<file path="src/source/cpu_pkg.sv">
`default_nettype none

package cpu_pkg;

    localparam int XLEN        = 32;
    localparam int REG_COUNT   = 16;
    localparam int REG_ADDR_W  = 4;
    localparam int MUL_LATENCY = 8;
    localparam int TIMER_W     = $clog2(MUL_LATENCY + 1);

    // instruction field positions
    localparam int IR_TYPE_LSB = 28;
    localparam int IR_OP_LSB   = 24;
    localparam int IR_RA_LSB   = 20;
    localparam int IR_RB_LSB   = 16;
    localparam int IR_RC_LSB   = 12;
    localparam int IMM_W       = 16;

    localparam logic [3:0] MEM_OP_WORD = 4'h0;
    localparam logic [3:0] MEM_OP_BYTE = 4'h2;

    // ccr bit positions
    localparam int CCR_EQ  = 0;
    localparam int CCR_LT  = 1;
    localparam int CCR_LTU = 2;

    typedef enum logic [3:0] {
        OP_NOP    = 4'h0,
        OP_HALT   = 4'h1,
        OP_ALU    = 4'h2,
        OP_MUL    = 4'h3,
        OP_LDI    = 4'h4,
        OP_CMP    = 4'h5,
        OP_LOAD   = 4'h6,
        OP_STORE  = 4'h7,
        OP_BRANCH = 4'h8
    } opcode_t;

    typedef enum logic [2:0] {
        ALU_ADD = 3'h0,
        ALU_SUB = 3'h1,
        ALU_AND = 3'h2,
        ALU_OR  = 3'h3,
        ALU_XOR = 3'h4,
        ALU_SHL = 3'h5,
        ALU_SHR = 3'h6
    } alu_op_t;

    typedef enum logic [3:0] {
        C_BRA  = 4'h0,
        C_BEQ  = 4'h1,
        C_BNE  = 4'h2,
        C_BLT  = 4'h3,
        C_BGE  = 4'h4,
        C_BLTU = 4'h5,
        C_BGEU = 4'h6
    } cond_t;

    typedef enum logic [3:0] {
        S_FETCH,
        S_EVAL,
        S_EXEC,
        S_MUL_WAIT,
        S_ADDR,
        S_MEM,
        S_WRITEBACK,
        S_BRANCH,
        S_HALT
    } state_t;

    typedef enum logic [1:0] {PC_HOLD, PC_NEXT, PC_REL} pc_sel_t;
    typedef enum logic [1:0] {ALU2_B, ALU2_IMM, ALU2_MUL} alu2_sel_t;
    typedef enum logic [1:0] {MDR_HOLD, MDR_ALU, MDR_IMM, MDR_BUS} mdr_sel_t;
    typedef enum logic {REG_SRC_MDR, REG_SRC_LOAD} reg_src_t;

    typedef struct packed {
        logic      ir_write;
        pc_sel_t   pc_sel;
        logic      a_write;
        logic      b_write;
        alu_op_t   alu_func;
        alu2_sel_t alu2_sel;
        logic      mar_write;
        mdr_sel_t  mdr_sel;
        logic      reg_write;
        reg_src_t  reg_src;
        logic      ccr_write;
        logic      bus_cyc;
        logic      bus_write;
    } ctrl_t;

    typedef struct packed {
        logic            cyc;
        logic            we;
        logic [XLEN-1:0] addr;
        logic [3:0]      be;
        logic [XLEN-1:0] wdata;
    } bus_req_t;

endpackage

`default_nettype wire

</file>
<file path="src/source/cpu_alu.sv">
`timescale 1ns/1ps
`default_nettype none

module cpu_alu (
    input  wire logic [cpu_pkg::XLEN-1:0] a,
    input  wire logic [cpu_pkg::XLEN-1:0] b,
    input  wire cpu_pkg::alu_op_t         func,
    input  wire logic                     mul_sel,
    output logic [cpu_pkg::XLEN-1:0]      result,
    output logic [2:0]                    ccr_next
);

    logic [cpu_pkg::XLEN-1:0]         alu_out;
    logic [cpu_pkg::XLEN-1:0]         product;
    logic [$clog2(cpu_pkg::XLEN)-1:0] shamt;

    assign shamt   = b[$clog2(cpu_pkg::XLEN)-1:0];
    assign product = a * b; // low word only

    always_comb begin
        case (func)
            cpu_pkg::ALU_ADD: alu_out = a + b;
            cpu_pkg::ALU_SUB: alu_out = a - b;
            cpu_pkg::ALU_AND: alu_out = a & b;
            cpu_pkg::ALU_OR:  alu_out = a | b;
            cpu_pkg::ALU_XOR: alu_out = a ^ b;
            cpu_pkg::ALU_SHL: alu_out = a << shamt;
            cpu_pkg::ALU_SHR: alu_out = a >> shamt; // logical
            default:          alu_out = a + b;
        endcase
    end

    assign result = mul_sel ? product : alu_out;

    // flags of a - b
    assign ccr_next[cpu_pkg::CCR_EQ]  = (a == b);
    assign ccr_next[cpu_pkg::CCR_LT]  = ($signed(a) < $signed(b));
    assign ccr_next[cpu_pkg::CCR_LTU] = (a < b);

endmodule

`default_nettype wire

</file>
<file path="src/source/cpu_control.sv">
`timescale 1ns/1ps
`default_nettype none

module cpu_control (
    input  wire logic             clk_i,
    input  wire logic             rst_i,
    input  wire cpu_pkg::opcode_t ir_type,
    input  wire logic [3:0]       ir_op,
    input  wire logic [2:0]       ccr,
    input  wire logic             bus_ack,
    input  wire logic             timer_done,
    output cpu_pkg::ctrl_t        ctrl,
    output logic                  timer_start,
    output logic                  halt
);

    cpu_pkg::state_t state;
    cpu_pkg::state_t state_next;
    logic            taken;

    always_ff @(posedge clk_i or posedge rst_i) begin
        if (rst_i) begin
            state <= cpu_pkg::S_FETCH;
        end else begin
            state <= state_next;
        end
    end

    assign halt = (state == cpu_pkg::S_HALT);

    always_comb begin
        case (cpu_pkg::cond_t'(ir_op))
            cpu_pkg::C_BRA:  taken = 1'b1;
            cpu_pkg::C_BEQ:  taken = ccr[cpu_pkg::CCR_EQ];
            cpu_pkg::C_BNE:  taken = ~ccr[cpu_pkg::CCR_EQ];
            cpu_pkg::C_BLT:  taken = ccr[cpu_pkg::CCR_LT];
            cpu_pkg::C_BGE:  taken = ~ccr[cpu_pkg::CCR_LT];
            cpu_pkg::C_BLTU: taken = ccr[cpu_pkg::CCR_LTU];
            cpu_pkg::C_BGEU: taken = ~ccr[cpu_pkg::CCR_LTU];
            default:         taken = 1'b0; // never branch
        endcase
    end

    always_comb begin
        state_next     = state;
        timer_start    = 1'b0;
        ctrl.ir_write  = 1'b0;
        ctrl.pc_sel    = cpu_pkg::PC_HOLD;
        ctrl.a_write   = 1'b0;
        ctrl.b_write   = 1'b0;
        ctrl.alu_func  = cpu_pkg::ALU_ADD;
        ctrl.alu2_sel  = cpu_pkg::ALU2_B;
        ctrl.mar_write = 1'b0;
        ctrl.mdr_sel   = cpu_pkg::MDR_HOLD;
        ctrl.reg_write = 1'b0;
        ctrl.reg_src   = cpu_pkg::REG_SRC_MDR;
        ctrl.ccr_write = 1'b0;
        ctrl.bus_cyc   = 1'b0;
        ctrl.bus_write = 1'b0;

        case (state)
            cpu_pkg::S_FETCH: begin
                ctrl.bus_cyc = 1'b1;
                if (bus_ack) begin
                    ctrl.ir_write = 1'b1; // ir <= rdata
                    ctrl.pc_sel   = cpu_pkg::PC_NEXT;
                    state_next    = cpu_pkg::S_EVAL;
                end
            end
            cpu_pkg::S_EVAL: begin
                ctrl.a_write = 1'b1; // A <= rB
                ctrl.b_write = 1'b1; // B <= rC or rA
                case (ir_type)
                    cpu_pkg::OP_NOP:    state_next = cpu_pkg::S_FETCH;
                    cpu_pkg::OP_HALT:   state_next = cpu_pkg::S_HALT;
                    cpu_pkg::OP_ALU,
                    cpu_pkg::OP_CMP,
                    cpu_pkg::OP_LDI:    state_next = cpu_pkg::S_EXEC;
                    cpu_pkg::OP_MUL: begin
                        timer_start = 1'b1;
                        state_next  = cpu_pkg::S_MUL_WAIT;
                    end
                    cpu_pkg::OP_LOAD,
                    cpu_pkg::OP_STORE:  state_next = cpu_pkg::S_ADDR;
                    cpu_pkg::OP_BRANCH: state_next = cpu_pkg::S_BRANCH;
                    default:            state_next = cpu_pkg::S_HALT; // unknown type
                endcase
            end
            cpu_pkg::S_EXEC: begin
                case (ir_type)
                    cpu_pkg::OP_ALU: begin
                        ctrl.alu_func = cpu_pkg::alu_op_t'(ir_op[2:0]);
                        ctrl.mdr_sel  = cpu_pkg::MDR_ALU;
                        state_next    = cpu_pkg::S_WRITEBACK;
                    end
                    cpu_pkg::OP_CMP: begin
                        ctrl.ccr_write = 1'b1;
                        state_next     = cpu_pkg::S_FETCH;
                    end
                    default: begin // ldi
                        ctrl.mdr_sel = cpu_pkg::MDR_IMM;
                        state_next   = cpu_pkg::S_WRITEBACK;
                    end
                endcase
            end
            cpu_pkg::S_MUL_WAIT: begin
                ctrl.alu2_sel = cpu_pkg::ALU2_MUL;
                ctrl.mdr_sel  = cpu_pkg::MDR_ALU; // product settles before done
                if (timer_done) begin
                    state_next = cpu_pkg::S_WRITEBACK;
                end
            end
            cpu_pkg::S_ADDR: begin
                ctrl.alu2_sel  = cpu_pkg::ALU2_IMM;
                ctrl.mar_write = 1'b1; // MAR <= rB + imm
                state_next     = cpu_pkg::S_MEM;
            end
            cpu_pkg::S_MEM: begin
                ctrl.bus_cyc = 1'b1;
                if (ir_type == cpu_pkg::OP_STORE) begin
                    ctrl.bus_write = 1'b1;
                end else begin
                    ctrl.mdr_sel = cpu_pkg::MDR_BUS;
                end
                if (bus_ack) begin
                    state_next = (ir_type == cpu_pkg::OP_STORE) ? cpu_pkg::S_FETCH
                                                                : cpu_pkg::S_WRITEBACK;
                end
            end
            cpu_pkg::S_WRITEBACK: begin
                ctrl.reg_write = 1'b1; // rA <= result
                if (ir_type == cpu_pkg::OP_LOAD) begin
                    ctrl.reg_src = cpu_pkg::REG_SRC_LOAD;
                end
                state_next = cpu_pkg::S_FETCH;
            end
            cpu_pkg::S_BRANCH: begin
                if (taken) begin
                    ctrl.pc_sel = cpu_pkg::PC_REL;
                end
                state_next = cpu_pkg::S_FETCH;
            end
            cpu_pkg::S_HALT: state_next = cpu_pkg::S_HALT;
            default:         state_next = cpu_pkg::S_HALT;
        endcase
    end

    // no transfer completes once halted
    a_halt_quiet: assert property (@(posedge clk_i) disable iff (rst_i)
        halt |-> !bus_ack);

    a_mul_latency: assert property (@(posedge clk_i) disable iff (rst_i)
        timer_start |-> ##(cpu_pkg::MUL_LATENCY) timer_done);

endmodule

`default_nettype wire

</file>
<file path="src/source/cpu_datapath.sv">
`timescale 1ns/1ps
`default_nettype none

module cpu_datapath (
    input  wire logic                     clk_i,
    input  wire logic                     rst_i,
    input  wire cpu_pkg::ctrl_t           ctrl,
    input  wire logic [cpu_pkg::XLEN-1:0] bus_rdata,
    input  wire logic                     bus_ack,
    output cpu_pkg::bus_req_t             bus_req,
    output cpu_pkg::opcode_t              ir_type,
    output logic [3:0]                    ir_op,
    output logic [2:0]                    ccr
);

    logic [cpu_pkg::XLEN-1:0]       pc, ir, a_q, b_q, mar, mdr;
    logic [cpu_pkg::XLEN-1:0]       imm, rd1, rd2, alu_b, alu_result;
    logic [cpu_pkg::XLEN-1:0]       lane_word, load_data, wb_data;
    logic [cpu_pkg::XLEN-1:0]       addr_q, wdata_q;
    logic [cpu_pkg::REG_ADDR_W-1:0] ra, rb, rc, rd2_addr;
    logic [2:0]                     ccr_next;
    logic [3:0]                     be_q;
    logic [4:0]                     lane_shift;
    logic                           is_byte, data_acc, launch;
    logic                           cyc_q, we_q;

    assign ir_type = cpu_pkg::opcode_t'(ir[cpu_pkg::IR_TYPE_LSB +: 4]);
    assign ir_op   = ir[cpu_pkg::IR_OP_LSB +: 4];
    assign ra      = ir[cpu_pkg::IR_RA_LSB +: cpu_pkg::REG_ADDR_W];
    assign rb      = ir[cpu_pkg::IR_RB_LSB +: cpu_pkg::REG_ADDR_W];
    assign rc      = ir[cpu_pkg::IR_RC_LSB +: cpu_pkg::REG_ADDR_W];
    assign imm     = {{(cpu_pkg::XLEN-cpu_pkg::IMM_W){ir[cpu_pkg::IMM_W-1]}},
                      ir[cpu_pkg::IMM_W-1:0]};

    assign rd2_addr = (ir_type == cpu_pkg::OP_STORE) ? ra : rc; // store data is rA

    cpu_regfile regfile_i (
        .clk_i      (clk_i),
        .rst_i      (rst_i),
        .read_addr1 (rb),
        .read_addr2 (rd2_addr),
        .write_addr (ra),
        .write_en   (ctrl.reg_write),
        .write_data (wb_data),
        .read_data1 (rd1),
        .read_data2 (rd2)
    );

    assign alu_b = (ctrl.alu2_sel == cpu_pkg::ALU2_IMM) ? imm : b_q;

    cpu_alu alu_i (
        .a        (a_q),
        .b        (alu_b),
        .func     (ctrl.alu_func),
        .mul_sel  (ctrl.alu2_sel == cpu_pkg::ALU2_MUL),
        .result   (alu_result),
        .ccr_next (ccr_next)
    );

    // big-endian lanes, offset 0 is bits 31..24
    assign lane_shift = {~mar[1:0], 3'b000};
    assign is_byte    = (ir_op == cpu_pkg::MEM_OP_BYTE);
    assign lane_word  = mdr >> lane_shift;
    assign load_data  = is_byte ? {24'h0, lane_word[7:0]} : mdr;
    assign wb_data    = (ctrl.reg_src == cpu_pkg::REG_SRC_LOAD) ? load_data : mdr;

    always_ff @(posedge clk_i or posedge rst_i) begin
        if (rst_i) begin
            pc  <= '0;
            ir  <= '0;
            ccr <= '0;
        end else begin
            if (ctrl.ir_write) begin
                ir <= bus_rdata;
            end
            case (ctrl.pc_sel)
                cpu_pkg::PC_NEXT: pc <= pc + 32'd4;
                cpu_pkg::PC_REL:  pc <= pc + {imm[cpu_pkg::XLEN-3:0], 2'b00}; // from next pc
                default:          pc <= pc;
            endcase
            if (ctrl.ccr_write) begin
                ccr <= ccr_next;
            end
        end
    end

    always_ff @(posedge clk_i) begin
        if (ctrl.a_write) begin
            a_q <= rd1;
        end
        if (ctrl.b_write) begin
            b_q <= rd2;
        end
        if (ctrl.mar_write) begin
            mar <= alu_result;
        end
        case (ctrl.mdr_sel)
            cpu_pkg::MDR_ALU: mdr <= alu_result;
            cpu_pkg::MDR_IMM: mdr <= imm;
            cpu_pkg::MDR_BUS: if (bus_ack) mdr <= bus_rdata;
            default:          mdr <= mdr;
        endcase
    end

    // fetch uses the pc, data cycles use MAR
    assign data_acc = ctrl.bus_write || (ctrl.mdr_sel == cpu_pkg::MDR_BUS);
    assign launch   = ctrl.bus_cyc && !cyc_q;

    always_ff @(posedge clk_i or posedge rst_i) begin
        if (rst_i) begin
            cyc_q <= 1'b0;
            we_q  <= 1'b0;
        end else if (cyc_q && bus_ack) begin
            cyc_q <= 1'b0;
            we_q  <= 1'b0;
        end else if (launch) begin
            cyc_q <= 1'b1;
            we_q  <= ctrl.bus_write;
        end
    end

    always_ff @(posedge clk_i) begin
        if (launch) begin // held until ack
            addr_q  <= data_acc ? mar : pc;
            be_q    <= (data_acc && is_byte) ? (4'b1000 >> mar[1:0]) : 4'b1111;
            wdata_q <= is_byte ? ({24'h0, b_q[7:0]} << lane_shift) : b_q;
        end
    end

    assign bus_req = '{cyc: cyc_q, we: we_q, addr: addr_q, be: be_q, wdata: wdata_q};

    a_word_be: assert property (@(posedge clk_i) disable iff (rst_i)
        bus_req.cyc && ir_op == cpu_pkg::MEM_OP_WORD |-> bus_req.be == 4'b1111);

endmodule

`default_nettype wire

</file>
<file path="src/source/cpu_delay_timer.sv">
`timescale 1ns/1ps
`default_nettype none

module cpu_delay_timer (
    input  wire logic clk_i,
    input  wire logic rst_i,
    input  wire logic start,
    output logic      done
);

    logic [cpu_pkg::TIMER_W-1:0] count;

    always_ff @(posedge clk_i or posedge rst_i) begin
        if (rst_i) begin
            count <= '0;
        end else if (start) begin
            count <= cpu_pkg::MUL_LATENCY[cpu_pkg::TIMER_W-1:0];
        end else if (count != '0) begin
            count <= count - 1'b1;
        end
    end

    assign done = (count == {{(cpu_pkg::TIMER_W-1){1'b0}}, 1'b1}); // last count

    a_no_restart: assert property (@(posedge clk_i) disable iff (rst_i)
        start |-> count == '0);

endmodule

`default_nettype wire

</file>
<file path="src/source/cpu_regfile.sv">
`timescale 1ns/1ps
`default_nettype none

module cpu_regfile (
    input  wire logic [cpu_pkg::REG_ADDR_W-1:0] read_addr1,
    input  wire logic [cpu_pkg::REG_ADDR_W-1:0] read_addr2,
    input  wire logic [cpu_pkg::REG_ADDR_W-1:0] write_addr,
    input  wire logic                           clk_i,
    input  wire logic                           rst_i,
    input  wire logic                           write_en,
    input  wire logic [cpu_pkg::XLEN-1:0]       write_data,
    output logic [cpu_pkg::XLEN-1:0]            read_data1,
    output logic [cpu_pkg::XLEN-1:0]            read_data2
);

    logic [cpu_pkg::XLEN-1:0] regs [cpu_pkg::REG_COUNT];

    always_ff @(posedge clk_i or posedge rst_i) begin
        if (rst_i) begin
            for (int i = 0; i < cpu_pkg::REG_COUNT; i++) begin
                regs[i] <= '0;
            end
        end else if (write_en) begin
            regs[write_addr] <= write_data;
        end
    end

    assign read_data1 = regs[read_addr1];
    assign read_data2 = regs[read_addr2];

endmodule

`default_nettype wire

</file>
<file path="src/source/cpu_top.sv">
`timescale 1ns/1ps
`default_nettype none

module cpu_top (
    input  wire logic                     clk_i,
    input  wire logic                     rst_i,
    input  wire logic [cpu_pkg::XLEN-1:0] bus_rdata,
    input  wire logic                     bus_ack,
    output cpu_pkg::bus_req_t             bus_req,
    output logic                          halt
);

    cpu_pkg::ctrl_t   ctrl;
    cpu_pkg::opcode_t ir_type;
    logic [3:0]       ir_op;
    logic [2:0]       ccr;
    logic             timer_start;
    logic             timer_done;

    cpu_control control_i (
        .clk_i       (clk_i),
        .rst_i       (rst_i),
        .ir_type     (ir_type),
        .ir_op       (ir_op),
        .ccr         (ccr),
        .bus_ack     (bus_ack),
        .timer_done  (timer_done),
        .ctrl        (ctrl),
        .timer_start (timer_start),
        .halt        (halt)
    );

    cpu_delay_timer timer_i (
        .clk_i (clk_i),
        .rst_i (rst_i),
        .start (timer_start),
        .done  (timer_done)
    );

    cpu_datapath datapath_i (
        .clk_i     (clk_i),
        .rst_i     (rst_i),
        .ctrl      (ctrl),
        .bus_rdata (bus_rdata),
        .bus_ack   (bus_ack),
        .bus_req   (bus_req),
        .ir_type   (ir_type),
        .ir_op     (ir_op),
        .ccr       (ccr)
    );

endmodule

`default_nettype wire
</file>
<file path="config.mk">
export PLATFORM = sky130hd
export DESIGN_NAME = cpu_top
export DESIGN_NICKNAME = d
export VERILOG_FILES = /design/src/source/cpu_pkg.sv /design/src/source/cpu_alu.sv /design/src/source/cpu_control.sv /design/src/source/cpu_datapath.sv /design/src/source/cpu_delay_timer.sv /design/src/source/cpu_regfile.sv /design/src/source/cpu_top.sv
export SDC_FILE = /design/constraint.sdc
export NUM_CORES = 2
export LEC_CHECK = 0
export BUFFER_PORTS_ARGS = -buffer_cell sky130_fd_sc_hd__clkbuf_2
export CORE_MARGIN = 1.5
export CORE_UTILIZATION = 65
export DETAILED_ROUTE_END_ITERATION = 10
export PLACE_DENSITY_LB_ADDON = 0.2
export SKIP_CTS_REPAIR_TIMING = 1
export SLEW_MARGIN = 40
export SYNTH_ARGS = -nofsm -noshare
export SYNTH_HDL_FRONTEND = slang
export SYNTH_SLANG_ARGS = --single-unit
</file>
<file path="constraint.sdc">
create_clock -name clk_i -period 23.1 [get_ports clk_i]
set_clock_uncertainty 0.15 [all_clocks]
set_input_delay 2.31 -clock clk_i [delete_from_list [all_inputs] [get_ports clk_i]]
set_output_delay 2.31 -clock clk_i [all_outputs]
set_load 0.005 [all_outputs]
</file>
==> Word level (Yosys, flattened, before mapping) <==
Index checks and enable logic that the tools add are counted.
{ "word_totals": {"romBits": 0, "n_memories": 0, "latch_bits": 0, "out_inout_bits": 71, "reg_bits": 785, "inputBits": 35, "mem_bits_rw": 0, "wordCells": 172} }
{ "op_classes": {"mul": 1, "shifts": 5, "bitwise_logic": 10, "n_lt_le_gt_ge": 6, "reduce_logical": 20, "eq_ne": 40, "n_mux": 55, "n_addsub": 5, "n_div": 0} }
{ "op_table": {"columns": ["cell", "count"], "rows": [
  ["512-bit bitwise mux", 1],
  ["32-bit two-way mux", 12],
  ["32-bit binary-select mux with 4-bit select", 2],
  ["32-bit case mux with 6 select lines", 1],
  ["32-bit demux with 4-bit select", 1],
  ["32-bit case mux with 3 select lines", 1],
  ["32-bit adder", 2],
  ["32-bit < comparator", 2],
  ["32-bit case mux with 2 select lines", 1],
  ["4-bit by 3-bit equality test with 1-bit output (second input constant)", 11],
  ["32-bit by 3-bit adder with 32-bit output (second input constant)", 1],
  ["32-bit bitwise AND", 1],
  ["32-bit equality test", 1],
  ["32-bit by 32-bit multiplier with 32-bit output", 1],
  ["32-bit OR", 1],
  ["32-bit by 5-bit left shift with 32-bit output", 1],
  ["8-bit by 5-bit left shift with 32-bit output", 1],
  ["32-bit by 5-bit >> shifter with 32-bit output", 1],
  ["32-bit by 5-bit >> shifter with 8-bit output", 1],
  ["32-bit subtractor", 1],
  ["32-bit bitwise XOR", 1],
  ["4-bit case mux with 7 select lines", 1],
  ["4-bit by 2-bit equality test with 1-bit output (second input constant)", 6],
  ["4-bit two-way mux", 6],
  ["34 further kinds", 84]
]} }

==> Logic depth before layout (Yosys ltp) <==
{ "logic_depth": {"ltp_word": 8, "mapped_depth": 36, "ltp_nobuf": 31} }

==> Modules after synthesis <==
Synthesis repeated with hierarchy kept, for this count alone.
{ "unflattened": {"hier_cells": 5786, "area_unflattened_um2": 63514.7} }
{ "modules_own_cells": {"columns": ["mod", "seq_area_each_um2", "cells_each", "area_each_um2", "instances"], "rows": [
  ["cpu_regfile", 12812.3, 1681, 26629.3, 1],
  ["cpu_alu", 0.0, 2965, 23580.1, 1],
  ["cpu_datapath", 7562.3, 1026, 12346.8, 1],
  ["cpu_control", 100.1, 90, 714.4, 1],
  ["cpu_delay_timer", 100.1, 24, 244.0, 1]
]} }

==> Least setup slack after synthesis <==
Ideal clock, no wire load.
{ "synth_path": {"kind": "reg-to-reg", "startpoint": "register control_i.state[3]", "endpoint": "register datapath_i.mdr[31] (netlist bit) (data pin)", "setup_ns": 0.261, "t_arrival_ns": 9.557, "required_ns": 22.689, "stages_incl_launch_ff": 34, "n_path_buf": 7, "period_less_slack_ns": 9.968, "setup_slack_ns": 13.132, "path_cell_list": "dfrtp_1 or4b_1 buf_6 clkinv_4 buf_12 buf_8 mux2_2 inv_2 buf_2 buf_1 clkbuf_1 buf_1 nor2_1 fa_1 inv_1 fa_1 fa_1 fa_1 inv_1 fa_1 fa_1 fa_1 fa_1 ha_1 nand2_1 nor2_1 and2_1 a221o_1 a221o_1 a2111oi_0 o21bai_1 xnor2_1 o32a_1 a221o_1"} }
{ "synth_between": {"elab_chain_cells": 8, "elab_cells_between_ends": 30, "cone_classes": "2 x add/sub; 1 x mul; 15 x eq/ne; 2 x shift; 7 x mux; 3 x bitwise"} }
{ "synth_rtl": {"columns": ["item", "line", "text"], "rows": [
  ["from (decl)", "cpu_control.sv:17", "cpu_pkg::state_t state;"],
  ["from (signal assigned)", "cpu_control.sv:23", "state <= cpu_pkg::S_FETCH;"],
  ["from (signal assigned)", "cpu_control.sv:25", "state <= state_next;"],
  ["parallel branches: the longest is 6 deep, another holds 32-bit by 32-bit multiplier with 32-bit output", null, null],
  ["32-bit two-way mux *", "cpu_alu.sv:33", "assign result = mul_sel ? product : alu_out;"],
  ["named net datapath_i.alu_i.result (one bit)", "cpu_alu.sv:9", "output logic [cpu_pkg::XLEN-1:0] result,"],
  ["32-bit case mux with 3 select lines *", "cpu_datapath.sv:97", "case (ctrl.mdr_sel)"],
  ["to (signal assigned)", "cpu_datapath.sv:98", "cpu_pkg::MDR_ALU: mdr <= alu_result;"],
  ["to (signal assigned)", "cpu_datapath.sv:99", "cpu_pkg::MDR_IMM: mdr <= imm;"],
  ["to (signal assigned)", "cpu_datapath.sv:100", "cpu_pkg::MDR_BUS: if (bus_ack) mdr <= bus_rdata;"],
  ["to (decl)", "cpu_datapath.sv:16", "logic [cpu_pkg::XLEN-1:0] pc, ir, a_q, b_q, mar, mdr;"]
]} }
Mark *: on every way through the listed nets, which the timed path passes.
A chain may end at the register's enable or synchronous reset.

==> Worst setup path after layout <==
{ "layout_path": {"startpoint": "register control_i.state[2]", "endpoint": "register datapath_i.mdr[24] (netlist bit) (data pin)"} }
Same word-level chain as after synthesis.

==> summary.md <==
| Metric | Value |
|---|---|
| Fraction of synthesis flops using an asynchronous set or reset pin | about three quarters |
| Clock-pin slew of the registers on the worst-case setup and hold paths | around 0.06 ns |
| CP startpoint kind | flip-flop |
| Y dimension of the die | approximately 310 µm |
| Family of cells with the greatest summed delay on the critical path | adder cells |
| DP Wirelength | between 150 and 200 mm |
| DRC | 0 |
| Cell at the root of the clock tree | sky130_fd_sc_hd__clkbuf_16 |
| Critical path start-end classification | flip-flop to flip-flop |
| Count of input and output buffers | 105 |
| CP Buf/Inv Count | 6 |
| Top cell type by total area after synthesis | sky130_fd_sc_hd__dfrtp_1 |
| Total number of yosys warnings | 0 |
| Total via count after detailed routing | between 50000 and 60000 |
| Setup repair after global routing missed its margin | false |
| Post-synth EDFFs | 196 |
| Synthesized area divided by synthesized cell count | a little under 10 µm² |
| Most frequent cell after synthesis | sky130_fd_sc_hd__nand2_1 |
| Core region area | ~0.095 mm² |
| Residual antenna-violating net count after detailed routing | 0 |
| Share of the synthesized area in the top cell type | between 20% and 30% |
| Share of the yosys chip area belonging to registers | roughly a third |
| Fmax | approximately 0.092 GHz |
| WL final | ~240 mm |
| Clock sink total | roughly 780 |
| Largest net degree at the start of global routing | 139 |
| H-tree Lvls | 3 |
| Cells after Synth | approximately 6400 |
| Critical-path cell with the highest stage delay | sky130_fd_sc_hd__inv_2 |
| Via count of the first global-routing pass | approximately 54000 |
| Initial Utilization | between 60 and 70% |
| Top cells by area in the synthesized netlist | sky130_fd_sc_hd__dfrtp_1 23%, sky130_fd_sc_hd__fa_1 13%, sky130_fd_sc_hd__mux4_2 12%, sky130_fd_sc_hd__edfxtp_1 9.4%, sky130_fd_sc_hd__nand2_1 6.5% |
| TritonCTS Buffers | between 80 and 90 |
| Time the worst path needs with I/O delays and setup | 10.87 ns |
| Data required time at the worst endpoint | 23.36 ns |
| TritonCTS clock tree | yes |
| Die width | approximately 310 µm |
| Commonest cells in the synthesized netlist | 1086 x sky130_fd_sc_hd__nand2_1, 717 x sky130_fd_sc_hd__o21ai_0, 587 x sky130_fd_sc_hd__dfrtp_1 |
| Count of cell types in the netlist | 94 |
| Clock tree buffer depth | 3 |
| Most common flop cell mapped by yosys | sky130_fd_sc_hd__dfrtp_1 |
| Stage delay of the slowest cell on the critical path | 0.66 ns |
| Global-route wire length before repair | 358 mm |
| Signal arrival time at the worst endpoint | around 11 ns |
| Remaining global-route overflow | 0 |
| Critical path fanouts, max | 42 |
| Post-Syn Nets | around 7100 |
| HP Class | flip-flop to flip-flop |
| I/O pin count | 106 |
| Endpoint class of the critical path | flip-flop |
| Die ar. | 0.0985 mm² |
| Number of design-rule violations left by the first detailed-router iteration | approximately 7200 |
| Status | finished, final reports clean |
| Cell area after synthesis | 0.0628 mm² |
| Post-DR wirelength/cell | ~32 µm |
| Total setup violations reported at the end of the flow | 0 |
| Layout Nets | about 6900 |
| Slew at the pin closest to its max-slew limit | about 0.97 ns |
| Cell repeated most along the worst path | sky130_fd_sc_hd__fa_1 |
| RD Place Congestion | around 1.1 |
| Area growth syn-to-layout | 7.76% |
| Accumulated negative setup slack | 0 ns |
| Initial antenna violation count | 18 |
| Final clock period utilization by the worst path | between 40% and 50% |
| Drt first pass iters | 9 |
| Latest clock arrival within the worst-skew pair | slightly above 0.7 ns |
| Number of synthesized register bits | 783 |
| Number of hold violations in the final report | 0 |
| Number of filler cells placed in the layout | about 6800 |
| Total number of placement rows | about 110 |
| Tot GR Track Use | 50.2% |
| Maximum capacitance violations | 0 |
| Rel. slew slack | 34.3% |
| Fraction of final layout cells sized beyond drive strength 1 | 14.1% |
| DR vias/cell | 7.16 |
| Max Transition Viols Final | 0 |
cells in the final DEF, fill, tap and decap left out, types with 129 or more instances in the layout:
| cell | instances |
|---|---|
| sky130_fd_sc_hd__nand2_1 | 1072 |
| sky130_fd_sc_hd__dfrtp_1 | 583 |
| sky130_fd_sc_hd__ha_1 | 254 |
| sky130_fd_sc_hd__mux4_2 | 325 |
| sky130_fd_sc_hd__inv_1 | 485 |
| sky130_fd_sc_hd__a21oi_1 | 148 |
| sky130_fd_sc_hd__edfxtp_1 | 196 |
| sky130_fd_sc_hd__nor2_1 | 475 |
| sky130_fd_sc_hd__fa_1 | 411 |
| sky130_fd_sc_hd__o21ai_0 | 709 |
| sky130_fd_sc_hd__buf_4 | 129 |
layout make-up:
class / instances / area, µm² / area share, %
clock inverters: 37 / 633 / 0.936
multi-input cells: 4607 / 38600 / 57.1
inverters: 514 / 1950 / 2.88
well taps: 1265 / 1580 / 2.34
clock buffers: 116 / 2340 / 3.46
diodes: 19 / 47.5 / 0.0703
flip-flops and latches: 783 / 20600 / 30.4
repair buffers: 256 / 1880 / 2.78
registers in the layout, indices dropped and copies added (netlist names):
signal,count
timer_i.count,4
datapath_i.be_q,4
datapath_i.addr_q,32
datapath_i.pc,30
datapath_i.mdr,32
datapath_i.we_q,1
datapath_i.ccr,3
datapath_i.wdata_q,32
datapath_i.cyc_q,1
datapath_i.ir,32
datapath_i.a_q,32
control_i.state,4
datapath_i.mar,32
datapath_i.b_q,32
datapath_i.regfile_i.regs,512
cells by family after synthesis:
family	Yosys count	synth area share (%)
AOI/OAI and AO/OA	1366	13.1
xor gates and xnor gates	100	1.50
adders and majority gates	666	18.2
buffers and inverters	984	6.17
muxes	536	15.2
and+or+nand+nor	1939	13.0
DFF	783	32.8
stage by stage:
step                      cell area, µm²  instances  hold WS, ns  utilization (%)  setup WS (ns)
final                              67700       7597        0.336             71.0          12.23
after global routing               67600       7579        0.363             71.0          11.88
after CTS                          67500       7573        0.339             70.8          12.39
after detailed placement           64500       7420        0.333             67.7          12.41
after global placement             64300       7412        0.302             67.5          12.39
after floorplan                    62800       6374        0.286                -           4.21
worst register-to-register path, delay by kind of cell, from the launching register on:
family / cells / cell delay [ns]
xor gates and xnor gates: 1 / 0.64
buffers and inverters: 6 / 1.64
adders and majority gates: 9 / 3.84
AOI/OAI and AO/OA: 8 / 2.68
DFF: 1 / 0.61
and+or+nand+nor: 3 / 0.72
muxes: 1 / 0.36
path summary, 6_finish.rpt:
kind,slack [ns],cells past startpoint,endpoint,from
max,12.23,28,datapath_i.mdr[24],control_i.state[2]
min,0.34,1,datapath_i.pc[31],datapath_i.pc[31]
max reg2reg,12.23,28,datapath_i.mdr[24],control_i.state[2]
min reg2reg,0.34,1,datapath_i.pc[31],datapath_i.pc[31]
max in group asynchronous,18.99,6,datapath_i.regfile_i.regs[420],rst_i
min in group asynchronous,1.59,2,datapath_i.regfile_i.regs[182],rst_i
routing by layer:
| metal | global-route usage, % | wire [µm] | part of all wire [%] |
|---|---|---|---|
| met1 | 62.6 | 81700 | 33 |
| met2 | 72.5 | 105000 | 43 |
| met3 | 17.7 | 34400 | 14 |
| met4 | 37.5 | 22900 | 9.4 |
| met5 | 0 | 72 | 0.029 |
Power is left out: the tool's default activity adds up to more than one toggle a clock period on the data nets, which glitch-free logic cannot reach.
